===== config.mk =====
export PLATFORM = sky130hd
export DESIGN_NAME = spix_top
export DESIGN_NICKNAME = d
export VERILOG_FILES = /design/src/spix_pkg.sv /design/src/spix_ctrl_fsm.sv /design/src/spix_bit_counter.sv /design/src/spix_mosi_shift.sv /design/src/spix_miso_capture.sv /design/src/spix_top.sv
export SDC_FILE = /design/constraint.sdc
export NUM_CORES = 1
export LEC_CHECK = 0
export BUFFER_PORTS_ARGS = -buffer_cell sky130_fd_sc_hd__buf_2
export CORE_MARGIN = 5
export CORE_UTILIZATION = 52
export CTS_BUF_LIST = sky130_fd_sc_hd__clkbuf_4
export CTS_CLUSTER_SIZE = 20
export DETAILED_ROUTE_END_ITERATION = 10
export PLACE_DENSITY = 0.8
export SLEW_MARGIN = 20
export SYNTH_ARGS = -nofsm -noshare
export SYNTH_HDL_FRONTEND = slang
export SYNTH_SLANG_ARGS = --single-unit

===== constraint.sdc =====
create_clock -name i_clk -period 3.1 [get_ports i_clk]
set_input_delay 0.155 -clock i_clk [delete_from_list [all_inputs] [get_ports i_clk]]
set_output_delay 0.155 -clock i_clk [all_outputs]
set_load 0.03 [all_outputs]

===== src/spix_pkg.sv =====
////////////////////
// Shared widths, frame constants, bus and pin bundles for the SPI flash
// read controller. Every design file refers to these by scoped name
////////////////////
`default_nettype none

package spix_pkg;

	// Widths with a meaning of their own
	typedef logic [21:0] spix_addr_t;
	typedef logic [31:0] spix_word_t;
	typedef logic [7:0]  spix_byte_t;
	typedef logic [6:0]  spix_bitcnt_t;

	// Flash read command, sent right after the lead-in bit
	localparam spix_byte_t   SPIX_READ_CMD  = 8'h03;
	// Lead-in, command, address, two pad bits, 32 data bits
	localparam spix_bitcnt_t SPIX_READ_BITS = 7'd65;
	// Lead-in plus one user byte
	localparam spix_bitcnt_t SPIX_CFG_BITS  = 7'd9;
	// Chip select bit of the configuration word
	localparam integer       SPIX_CSN_BIT   = 8;
	// Outgoing shift register, lead-in through the pad bits
	localparam integer       SPIX_FRAME_W   = 33;

	// Kind of frame to be clocked out
	typedef enum logic {XFER_READ, XFER_CFG} spix_xfer_e;

	// Controller states
	typedef enum logic [2:0] {ST_IDLE, ST_READ, ST_CFG, ST_USER, ST_ACK} spix_state_e;

	// Bus request, master to controller
	typedef struct packed {
		logic       cyc;
		logic       stb;
		logic       cfg_stb;
		logic       we;
		spix_addr_t addr;
		spix_word_t data;
	} spix_bus_req_t;

	// Bus response, controller to master
	typedef struct packed {
		logic       stall;
		logic       ack;
		spix_word_t data;
	} spix_bus_rsp_t;

	// Outgoing SPI pins
	typedef struct packed {
		logic cs_n;
		logic sck;
		logic mosi;
	} spix_spi_out_t;

endpackage

`default_nettype wire


===== src/spix_ctrl_fsm.sv =====
////////////////////
// Request decoder and control FSM. Sorts accepted requests into read
// frames, byte frames, releases and immediate acks, and owns chip select,
// user mode, stall and ack
////////////////////
`default_nettype none
`timescale 1ns/1ps

module spix_ctrl_fsm (
	input  wire                     i_clk,
	input  wire                     i_reset,
	input  wire spix_pkg::spix_bus_req_t i_req,
	input  wire                     i_last,
	output logic                    o_stall,
	output logic                    o_ack,
	output logic                    o_cs_n,
	output logic                    o_start,
	output spix_pkg::spix_xfer_e    o_kind,
	output logic                    o_user_mode
);

	spix_pkg::spix_state_e state;
	spix_pkg::spix_state_e rest_state;
	logic                  req_valid;
	logic                  is_read;
	logic                  is_byte;
	logic                  is_release;
	// Last-bit strobe delayed to line up with the final capture
	logic [1:0]            last_q;

	////////////////////
	// Request decode
	////////////////////
	// Busy only while a frame is on the wire
	assign o_stall = (state == spix_pkg::ST_READ) || (state == spix_pkg::ST_CFG);
	assign o_ack = (state == spix_pkg::ST_ACK);
	assign req_valid = i_req.cyc && (i_req.stb || i_req.cfg_stb) && !o_stall;

	// Memory read, only outside user mode
	assign is_read = i_req.stb && !i_req.we && !o_user_mode;
	// User byte, chip select bit low
	assign is_byte = i_req.cfg_stb && i_req.we && !i_req.data[spix_pkg::SPIX_CSN_BIT];
	// Leave user mode, chip select bit high
	assign is_release = i_req.cfg_stb && i_req.we && i_req.data[spix_pkg::SPIX_CSN_BIT];

	// Kick off the counter and shifter in the accept cycle
	assign o_start = req_valid && (is_read || is_byte);
	assign o_kind = i_req.cfg_stb ? spix_pkg::XFER_CFG : spix_pkg::XFER_READ;

	// Where the FSM waits between requests
	assign rest_state = o_user_mode ? spix_pkg::ST_USER : spix_pkg::ST_IDLE;

	////////////////////
	// State, chip select and user mode
	////////////////////
	always_ff @(posedge i_clk)
	begin
		if (i_reset)
		begin
			state <= spix_pkg::ST_IDLE;
			o_cs_n <= 1'b1;
			o_user_mode <= 1'b0;
			last_q <= '0;
		end
		else if (!i_req.cyc)
		begin
			// Bus abort, drop the frame and any pending ack
			state <= rest_state;
			last_q <= '0;
			// User mode keeps the flash selected
			if (!o_user_mode)
				o_cs_n <= 1'b1;
		end
		else
		begin
			last_q <= {last_q[0], i_last};
			case (state)
				spix_pkg::ST_IDLE, spix_pkg::ST_USER, spix_pkg::ST_ACK:
				begin
					if (!req_valid)
						state <= rest_state;
					else if (is_read)
					begin
						state <= spix_pkg::ST_READ;
						o_cs_n <= 1'b0;
					end
					else if (is_byte)
					begin
						state <= spix_pkg::ST_CFG;
						o_cs_n <= 1'b0;
						o_user_mode <= 1'b1;
					end
					else
					begin
						// Everything else answers on the next cycle
						state <= spix_pkg::ST_ACK;
						if (is_release)
						begin
							o_cs_n <= 1'b1;
							o_user_mode <= 1'b0;
						end
					end
				end
				spix_pkg::ST_READ:
				begin
					// Read word is complete, deselect the flash
					if (last_q[1])
					begin
						state <= spix_pkg::ST_ACK;
						o_cs_n <= 1'b1;
					end
				end
				spix_pkg::ST_CFG:
				begin
					// Chip select stays low in user mode
					if (last_q[1])
						state <= spix_pkg::ST_ACK;
				end
				default:
					state <= spix_pkg::ST_IDLE;
			endcase
		end
	end

endmodule

`default_nettype wire


===== src/spix_bit_counter.sv =====
////////////////////
// Frame length counter. Loaded on start, it holds sck high for one clock
// per SPI bit and strobes last on the final bit
////////////////////
`default_nettype none
`timescale 1ns/1ps

module spix_bit_counter (
	input  wire                       i_clk,
	input  wire                       i_reset,
	input  wire                       i_abort,
	input  wire                       i_start,
	input  wire spix_pkg::spix_xfer_e i_kind,
	output logic                      o_sck,
	output logic                      o_last
);

	// Bits still to go in the current frame
	spix_pkg::spix_bitcnt_t count;

	always_ff @(posedge i_clk)
	begin
		if (i_reset || i_abort)
			count <= '0;
		else if (i_start)
		begin
			// Frame length from the kind of request
			if (i_kind == spix_pkg::XFER_CFG)
				count <= spix_pkg::SPIX_CFG_BITS;
			else
				count <= spix_pkg::SPIX_READ_BITS;
		end
		else if (count != '0)
			count <= count - 1'b1;
	end

	// One SPI bit per clock while bits remain
	assign o_sck = (count != '0);
	assign o_last = (count == spix_pkg::spix_bitcnt_t'(1));

endmodule

`default_nettype wire


===== src/spix_mosi_shift.sv =====
////////////////////
// Outgoing shift register. Loads the read command and address, or the
// user byte, on start and presents one bit per sck cycle on MOSI
////////////////////
`default_nettype none
`timescale 1ns/1ps

module spix_mosi_shift (
	input  wire                       i_clk,
	input  wire                       i_start,
	input  wire spix_pkg::spix_xfer_e i_kind,
	input  wire spix_pkg::spix_addr_t i_addr,
	input  wire spix_pkg::spix_byte_t i_byte,
	input  wire                       i_sck,
	output logic                      o_mosi
);

	// Leading bit sits at the top
	logic [spix_pkg::SPIX_FRAME_W-1:0] frame;

	always_ff @(posedge i_clk)
	begin
		if (i_start)
		begin
			if (i_kind == spix_pkg::XFER_CFG)
			begin
				// Lead-in, user byte, then idle zeros
				frame <= {1'b0, i_byte, {(spix_pkg::SPIX_FRAME_W - 9){1'b0}}};
			end
			else
			begin
				// Lead-in, command, word address, two pad bits
				frame <= {1'b0, spix_pkg::SPIX_READ_CMD, i_addr, 2'b00};
			end
		end
		else if (i_sck)
		begin
			// Zeros follow once the header is out
			frame <= {frame[spix_pkg::SPIX_FRAME_W-2:0], 1'b0};
		end
	end

	assign o_mosi = frame[spix_pkg::SPIX_FRAME_W-1];

endmodule

`default_nettype wire


===== src/spix_miso_capture.sv =====
////////////////////
// Incoming shift register. Samples MISO the cycle after each sck cycle
// and builds the response word, or a zero-extended byte in user mode
////////////////////
`default_nettype none
`timescale 1ns/1ps

module spix_miso_capture (
	input  wire                  i_clk,
	input  wire                  i_reset,
	input  wire                  i_abort,
	input  wire                  i_sck,
	input  wire                  i_user_mode,
	input  wire                  i_miso,
	output spix_pkg::spix_word_t o_data
);

	// sck as the flash sees it, one clock late
	logic sck_d;

	always_ff @(posedge i_clk)
	begin
		if (i_reset || i_abort)
			sck_d <= 1'b0;
		else
			sck_d <= i_sck;
	end

	always_ff @(posedge i_clk)
	begin
		if (sck_d)
		begin
			// Only the last 8 bits count in user mode
			if (i_user_mode)
				o_data <= {24'h0, o_data[6:0], i_miso};
			else
				o_data <= {o_data[30:0], i_miso};
		end
		else if (i_user_mode)
		begin
			// Hold the byte, clear what is left of a read word
			o_data <= {24'h0, o_data[7:0]};
		end
	end

endmodule

`default_nettype wire


===== src/spix_top.sv =====
////////////////////
// SPI flash read controller top. Bus request in, response out, SPI pins
// to the flash
////////////////////
`default_nettype none
`timescale 1ns/1ps

module spix_top (
	input  wire                           i_clk,
	input  wire                           i_reset,
	input  wire spix_pkg::spix_bus_req_t  i_bus,
	output wire spix_pkg::spix_bus_rsp_t  o_bus,
	output wire spix_pkg::spix_spi_out_t  o_spi,
	input  wire                           i_spi_miso
);

	logic                 start;
	spix_pkg::spix_xfer_e kind;
	logic                 last;
	logic                 user_mode;

	// Request decode, chip select, stall and ack
	spix_ctrl_fsm u_ctrl_fsm (
		.i_clk       (i_clk),
		.i_reset     (i_reset),
		.i_req       (i_bus),
		.i_last      (last),
		.o_stall     (o_bus.stall),
		.o_ack       (o_bus.ack),
		.o_cs_n      (o_spi.cs_n),
		.o_start     (start),
		.o_kind      (kind),
		.o_user_mode (user_mode)
	);

	// SPI clock and frame length, cleared when cyc drops
	spix_bit_counter u_bit_counter (
		.i_clk   (i_clk),
		.i_reset (i_reset),
		.i_abort (!i_bus.cyc),
		.i_start (start),
		.i_kind  (kind),
		.o_sck   (o_spi.sck),
		.o_last  (last)
	);

	// Command, address or user byte out
	spix_mosi_shift u_mosi_shift (
		.i_clk   (i_clk),
		.i_start (start),
		.i_kind  (kind),
		.i_addr  (i_bus.addr),
		.i_byte  (i_bus.data[7:0]),
		.i_sck   (o_spi.sck),
		.o_mosi  (o_spi.mosi)
	);

	// Returned bits into the bus data word
	spix_miso_capture u_miso_capture (
		.i_clk       (i_clk),
		.i_reset     (i_reset),
		.i_abort     (!i_bus.cyc),
		.i_sck       (o_spi.sck),
		.i_user_mode (user_mode),
		.i_miso      (i_spi_miso),
		.o_data      (o_bus.data)
	);

endmodule

`default_nettype wire


==> flow_summary_export.csv <==
group,metric,value,unit
status,outcome,"finished clean",
timing,finalCritPeriodShare,67.68,%
grt,grt_pass1_wl,10.40,mm
clock_tree,cts_made_buffers,9,
critical_path,end_kind,"output pin",
drt,postRouteAntennaNets,0,
critical_path,max_stage_delay,0.36,ns
logic_synthesis,synthMuxAreaShare,0.5867,%
logic_synthesis,synth.area.top_cells,"edfxtp_1 55%, dfxtp_1 8.8%, and2_1 6.6%",
drt,drtPass1Iterations,4,
placement,gp_congestion,0.8542,
critical_path,cp.required,2.94,ns
floorplan,start_util,53.73,%
logic_synthesis,synth_enable_flop_cells,63,
pwr,internal_power,2375,uW
placement,dp_cells,433,
cells_and_area,diodes,0,
critical_path,reg2reg_depth,6,
floorplan,io_pins,98,
clock_tree,cts-htree-levels,3,
timing,post-route-min-period,2.098,ns
pwr,vdd_drop_max,0.001205,V
logic_synthesis,synthArstFlopShare,0,%
pwr,swShare,37.81,%
logic_synthesis,synth_top_cell_area_share,55.45,%
critical_path,r2r_slack,1.22,ns
logic_synthesis,synth_xor_xnor_area_share,1.283,%
timing,setup_viol,0,
grt,grt_usage,15.43,%
floorplan,rows,29,
drt,highest_layer,"met4",
critical_path,timing.rr.end,"u_mosi_shift.frame[5]$_DFFE_PP_",
timing,rsz0062_at_grt,"no",
placement,io_buffer_count,74,
critical_path,worstPathCellList,"inv_1 -> ha_1 -> nor3b_1 -> and2_1 -> inv_1 -> buf_2",
critical_path,cp.depth,6,
cells_and_area,stdcell_count,451,
logic_synthesis,synth_compound_gate_area_share,8.508,%
critical_path,startpoint_type,"flip-flop",
logic_synthesis,syn_avg_cell_area,11.45,um^2
critical_path,crit_path_frequent_cell,"inv_1",
drt,drtIter0Drc,70,
critical_path,cp_top_family,"simple AND/OR/NAND/NOR gates",
logic_synthesis,synth_top_cell_by_area,"edfxtp_1",
pwr,p_clk_share,13.4,%
drt,wl_met1,2.707,mm
drt,drc,0,
cells_and_area,multi_input_area,0.001081,mm^2
drt,via_count,2301,
clock_tree,cts.sinks,78,
cells_and_area,final_net_count,433,
critical_path,cpMaxStageDelayCell,"dfxtp_1",
drt,wirelength,6.105,mm
pwr,sequentialPowerShare,51.0,%
cells_and_area,drive_above_1_share,26.47,%
logic_synthesis,synth_top_family_by_area,"simple AND/OR/NAND/NOR gates",
floorplan,dieWidth,91.01,um
cells_and_area,area_growth,14.89,%
cells_and_area,layout_commonest_cell,"buf_2",
logic_synthesis,yosys_warnings,0,
logic_synthesis,netlist_instances,298,
timing,finalClockSkew,0.01812,ns
pwr,leakage,0.001625,uW
drt,route.met2.wl,2.952,mm
critical_path,worstReg2RegStart,"u_bit_counter.count[0]$_SDFFE_PP0P_",
logic_synthesis,synth_area,0.003412,mm^2
critical_path,cp_max_fo,5,
cells_and_area,num-fill-cells,520,
grt,first_global_vias,2282,
clock_tree,max-clock-path-buffers,2,
grt,antenna_found_initial,0,
grt,grt_overflow,0,
critical_path,crit_start,"u_bit_counter.count[0]$_SDFFE_PP0P_",
logic_synthesis,ys_types,43,
timing,worst_slew_pin_slew,0.7096,ns
clock_tree,ctsResizeCount,0,
timing,timing.fmax,476.6,MHz
grt,grt_max_degree,67,
clock_tree,clkSlewWorstSetupHoldPaths,0.12,ns
logic_synthesis,ys.flop_type,"edfxtp_1",
timing,hold_viol_final,0,
drt,via_per_inst,5.102,
clock_tree,clockRootBuffer,"clkbuf_4",
placement,dpl_cell_area,0.003789,mm^2
timing,finalSetupTns,0,ns
critical_path,path_class,"flip-flop to output pin",
clock_tree,cts_setup_buffers,0,
logic_synthesis,yosys.area_share.simple,19.88,%
critical_path,endpoint,"o_spi[1]",
timing,holdWs,0.06000,ns
placement,hpwl,4.209,mm
min_path,min_path_type,"input pin to flip-flop",
drt,wl_met3,352,um
job,cap_viol_max_count,0,
cells_and_area,layout_common_cells,"74 x buf_2, 63 x edfxtp_1, 60 x nand2_1",
pwr,cellPowerDensity,974.3,mW/mm^2
floorplan,die_area,0.008282,mm^2
timing,relSlewSlack,52.64,%
pwr,p_sw,1444,uW
critical_path,worstPathBufferInverterCount,3,
cells_and_area,stdcell_area,0.003920,mm^2
clock_tree,cts_tree,"built",
drt,wire_per_inst,13.54,um
critical_path,worstPathArrival,1.94,ns
logic_synthesis,synth_adder_area_share,1.100,%
timing,drv_slew,0,
logic_synthesis,syn-num-nets,362,
pwr,pwr-share-comb,35.6,%
floorplan,die_h,91.01,um
logic_synthesis,synth_seq_area_share,64.25,%
logic_synthesis,synth_seq_cells,78,
floorplan,core,0.006350,mm^2
cells_and_area,regArea,0.002192,mm^2
clock_tree,insertion_delay,0.41,ns
==> worst min path at each step <==
stage	startpoint	endpoint	slack (ns)	cells past startpoint
3_5_place_dp	i_reset	u_ctrl_fsm.o_user_mode$_SDFFE_PP0P_	0.43	2
2_1_floorplan	i_reset	u_ctrl_fsm.o_user_mode$_SDFFE_PP0P_	0.22	1
5_1_grt	i_bus[8]	u_ctrl_fsm.o_user_mode$_SDFFE_PP0P_	0.02	3
6_report	i_bus[8]	u_ctrl_fsm.o_user_mode$_SDFFE_PP0P_	0.06	3
3_3_place_gp	u_ctrl_fsm.last_q[0]$_SDFF_PP0_	u_ctrl_fsm.last_q[1]$_SDFF_PP0_	0.41	1
4_1_cts	i_spi_miso	u_miso_capture.o_data[0]$_DFFE_PP_	0.001	2
==> cell families (layout without fill, tap and decap cells) <==
group / count (synthesis) / count (layout)
adder cells (fa/ha/maj): 3 / 3
flip-flops: 78 / 78
AO/OA/AOI/OAI: 49 / 49
buffers and inverters: 26 / 102
multiplexers: 2 / 2
AND/OR/NAND/NOR: 135 / 135
XOR/XNOR: 5 / 5
==> routing by layer <==
metal	up-vias	global-route usage [%]
met4	0	5.868
met1	1061	18.78
met2	56	25.36
li1	1175	-
met3	9	5.289
met5	-	0
==> flip-flops by register name (all words and copies together), names as in the netlist <==
register                count
u_ctrl_fsm.state            3
u_bit_counter.count         7
u_miso_capture.o_data      32
u_mosi_shift.frame         31
u_ctrl_fsm.o_cs_n           1
u_ctrl_fsm.o_user_mode      1
u_miso_capture.sck_d        1
u_ctrl_fsm.last_q           2
==> synthesized netlist by cell type, drive strengths merged (2+ instances only) <==
| cell type | count |
|---|---|
| inv | 7 |
| edfxtp | 63 |
| nor3 | 6 |
| nand2 | 61 |
| a211oi | 3 |
| and3b | 2 |
| a21oi | 5 |
| o21ai | 32 |
| nor3b | 4 |
| xnor2 | 4 |
| a221oi | 2 |
| or3 | 2 |
| dfxtp | 15 |
| nor2 | 14 |
| buf | 13 |
| clkbuf | 6 |
| ha | 3 |
| and2 | 36 |
| mux2i | 2 |
==> stage by stage <==
| step | util, % | setup WS [ns] | power [uW] |
|---|---|---|---|
| 4_1_cts | 61.58 | 0.9651 | 3876 |
| 3_3_place_gp | 59.67 | 1.265 | 3304 |
| 5_1_grt | 61.73 | 0.7728 | 4105 |
| 3_5_place_dp | 59.67 | 1.218 | 3353 |
| 2_1_floorplan | - | 0.9311 | 3014 |
| 6_report | 61.73 | 1.002 | 3819 |
==> timing repair <==
item                                   CTS  global route
setup endpoints to repair                0             0
endpoints found under the hold margin    4             1
hold buffers                             1             1
==> worst reg2reg max path, stage by stage (launching register included) <==
cell,delay [ns]
dfxtp_1,0.36
inv_1,0.12
ha_1,0.18
nor3b_1,0.31
and2_1,0.29
nand2_1,0.07
buf_4,0.26
==> power by group through the flow <==
stage	clock network, uW	registers, uW	logic (uW)
after floorplan	0	2180	835
after detailed placement	0	1970	1380
after CTS	533	1950	1390
after global placement	0	1960	1350
after global routing	586	2000	1520
final	510	1950	1360
==> cell type report <==
class	instances	share of cell area [%]
Multi-Input combinational cell	194	27.58
Timing Repair Buffer	79	10.53
Clock buffer	11	2.107
Inverter	7	0.6703
Sequential cell	78	55.92
Clock inverter	5	0.7341
Tap cell	77	2.458
(Power assumes the default switching activity.)
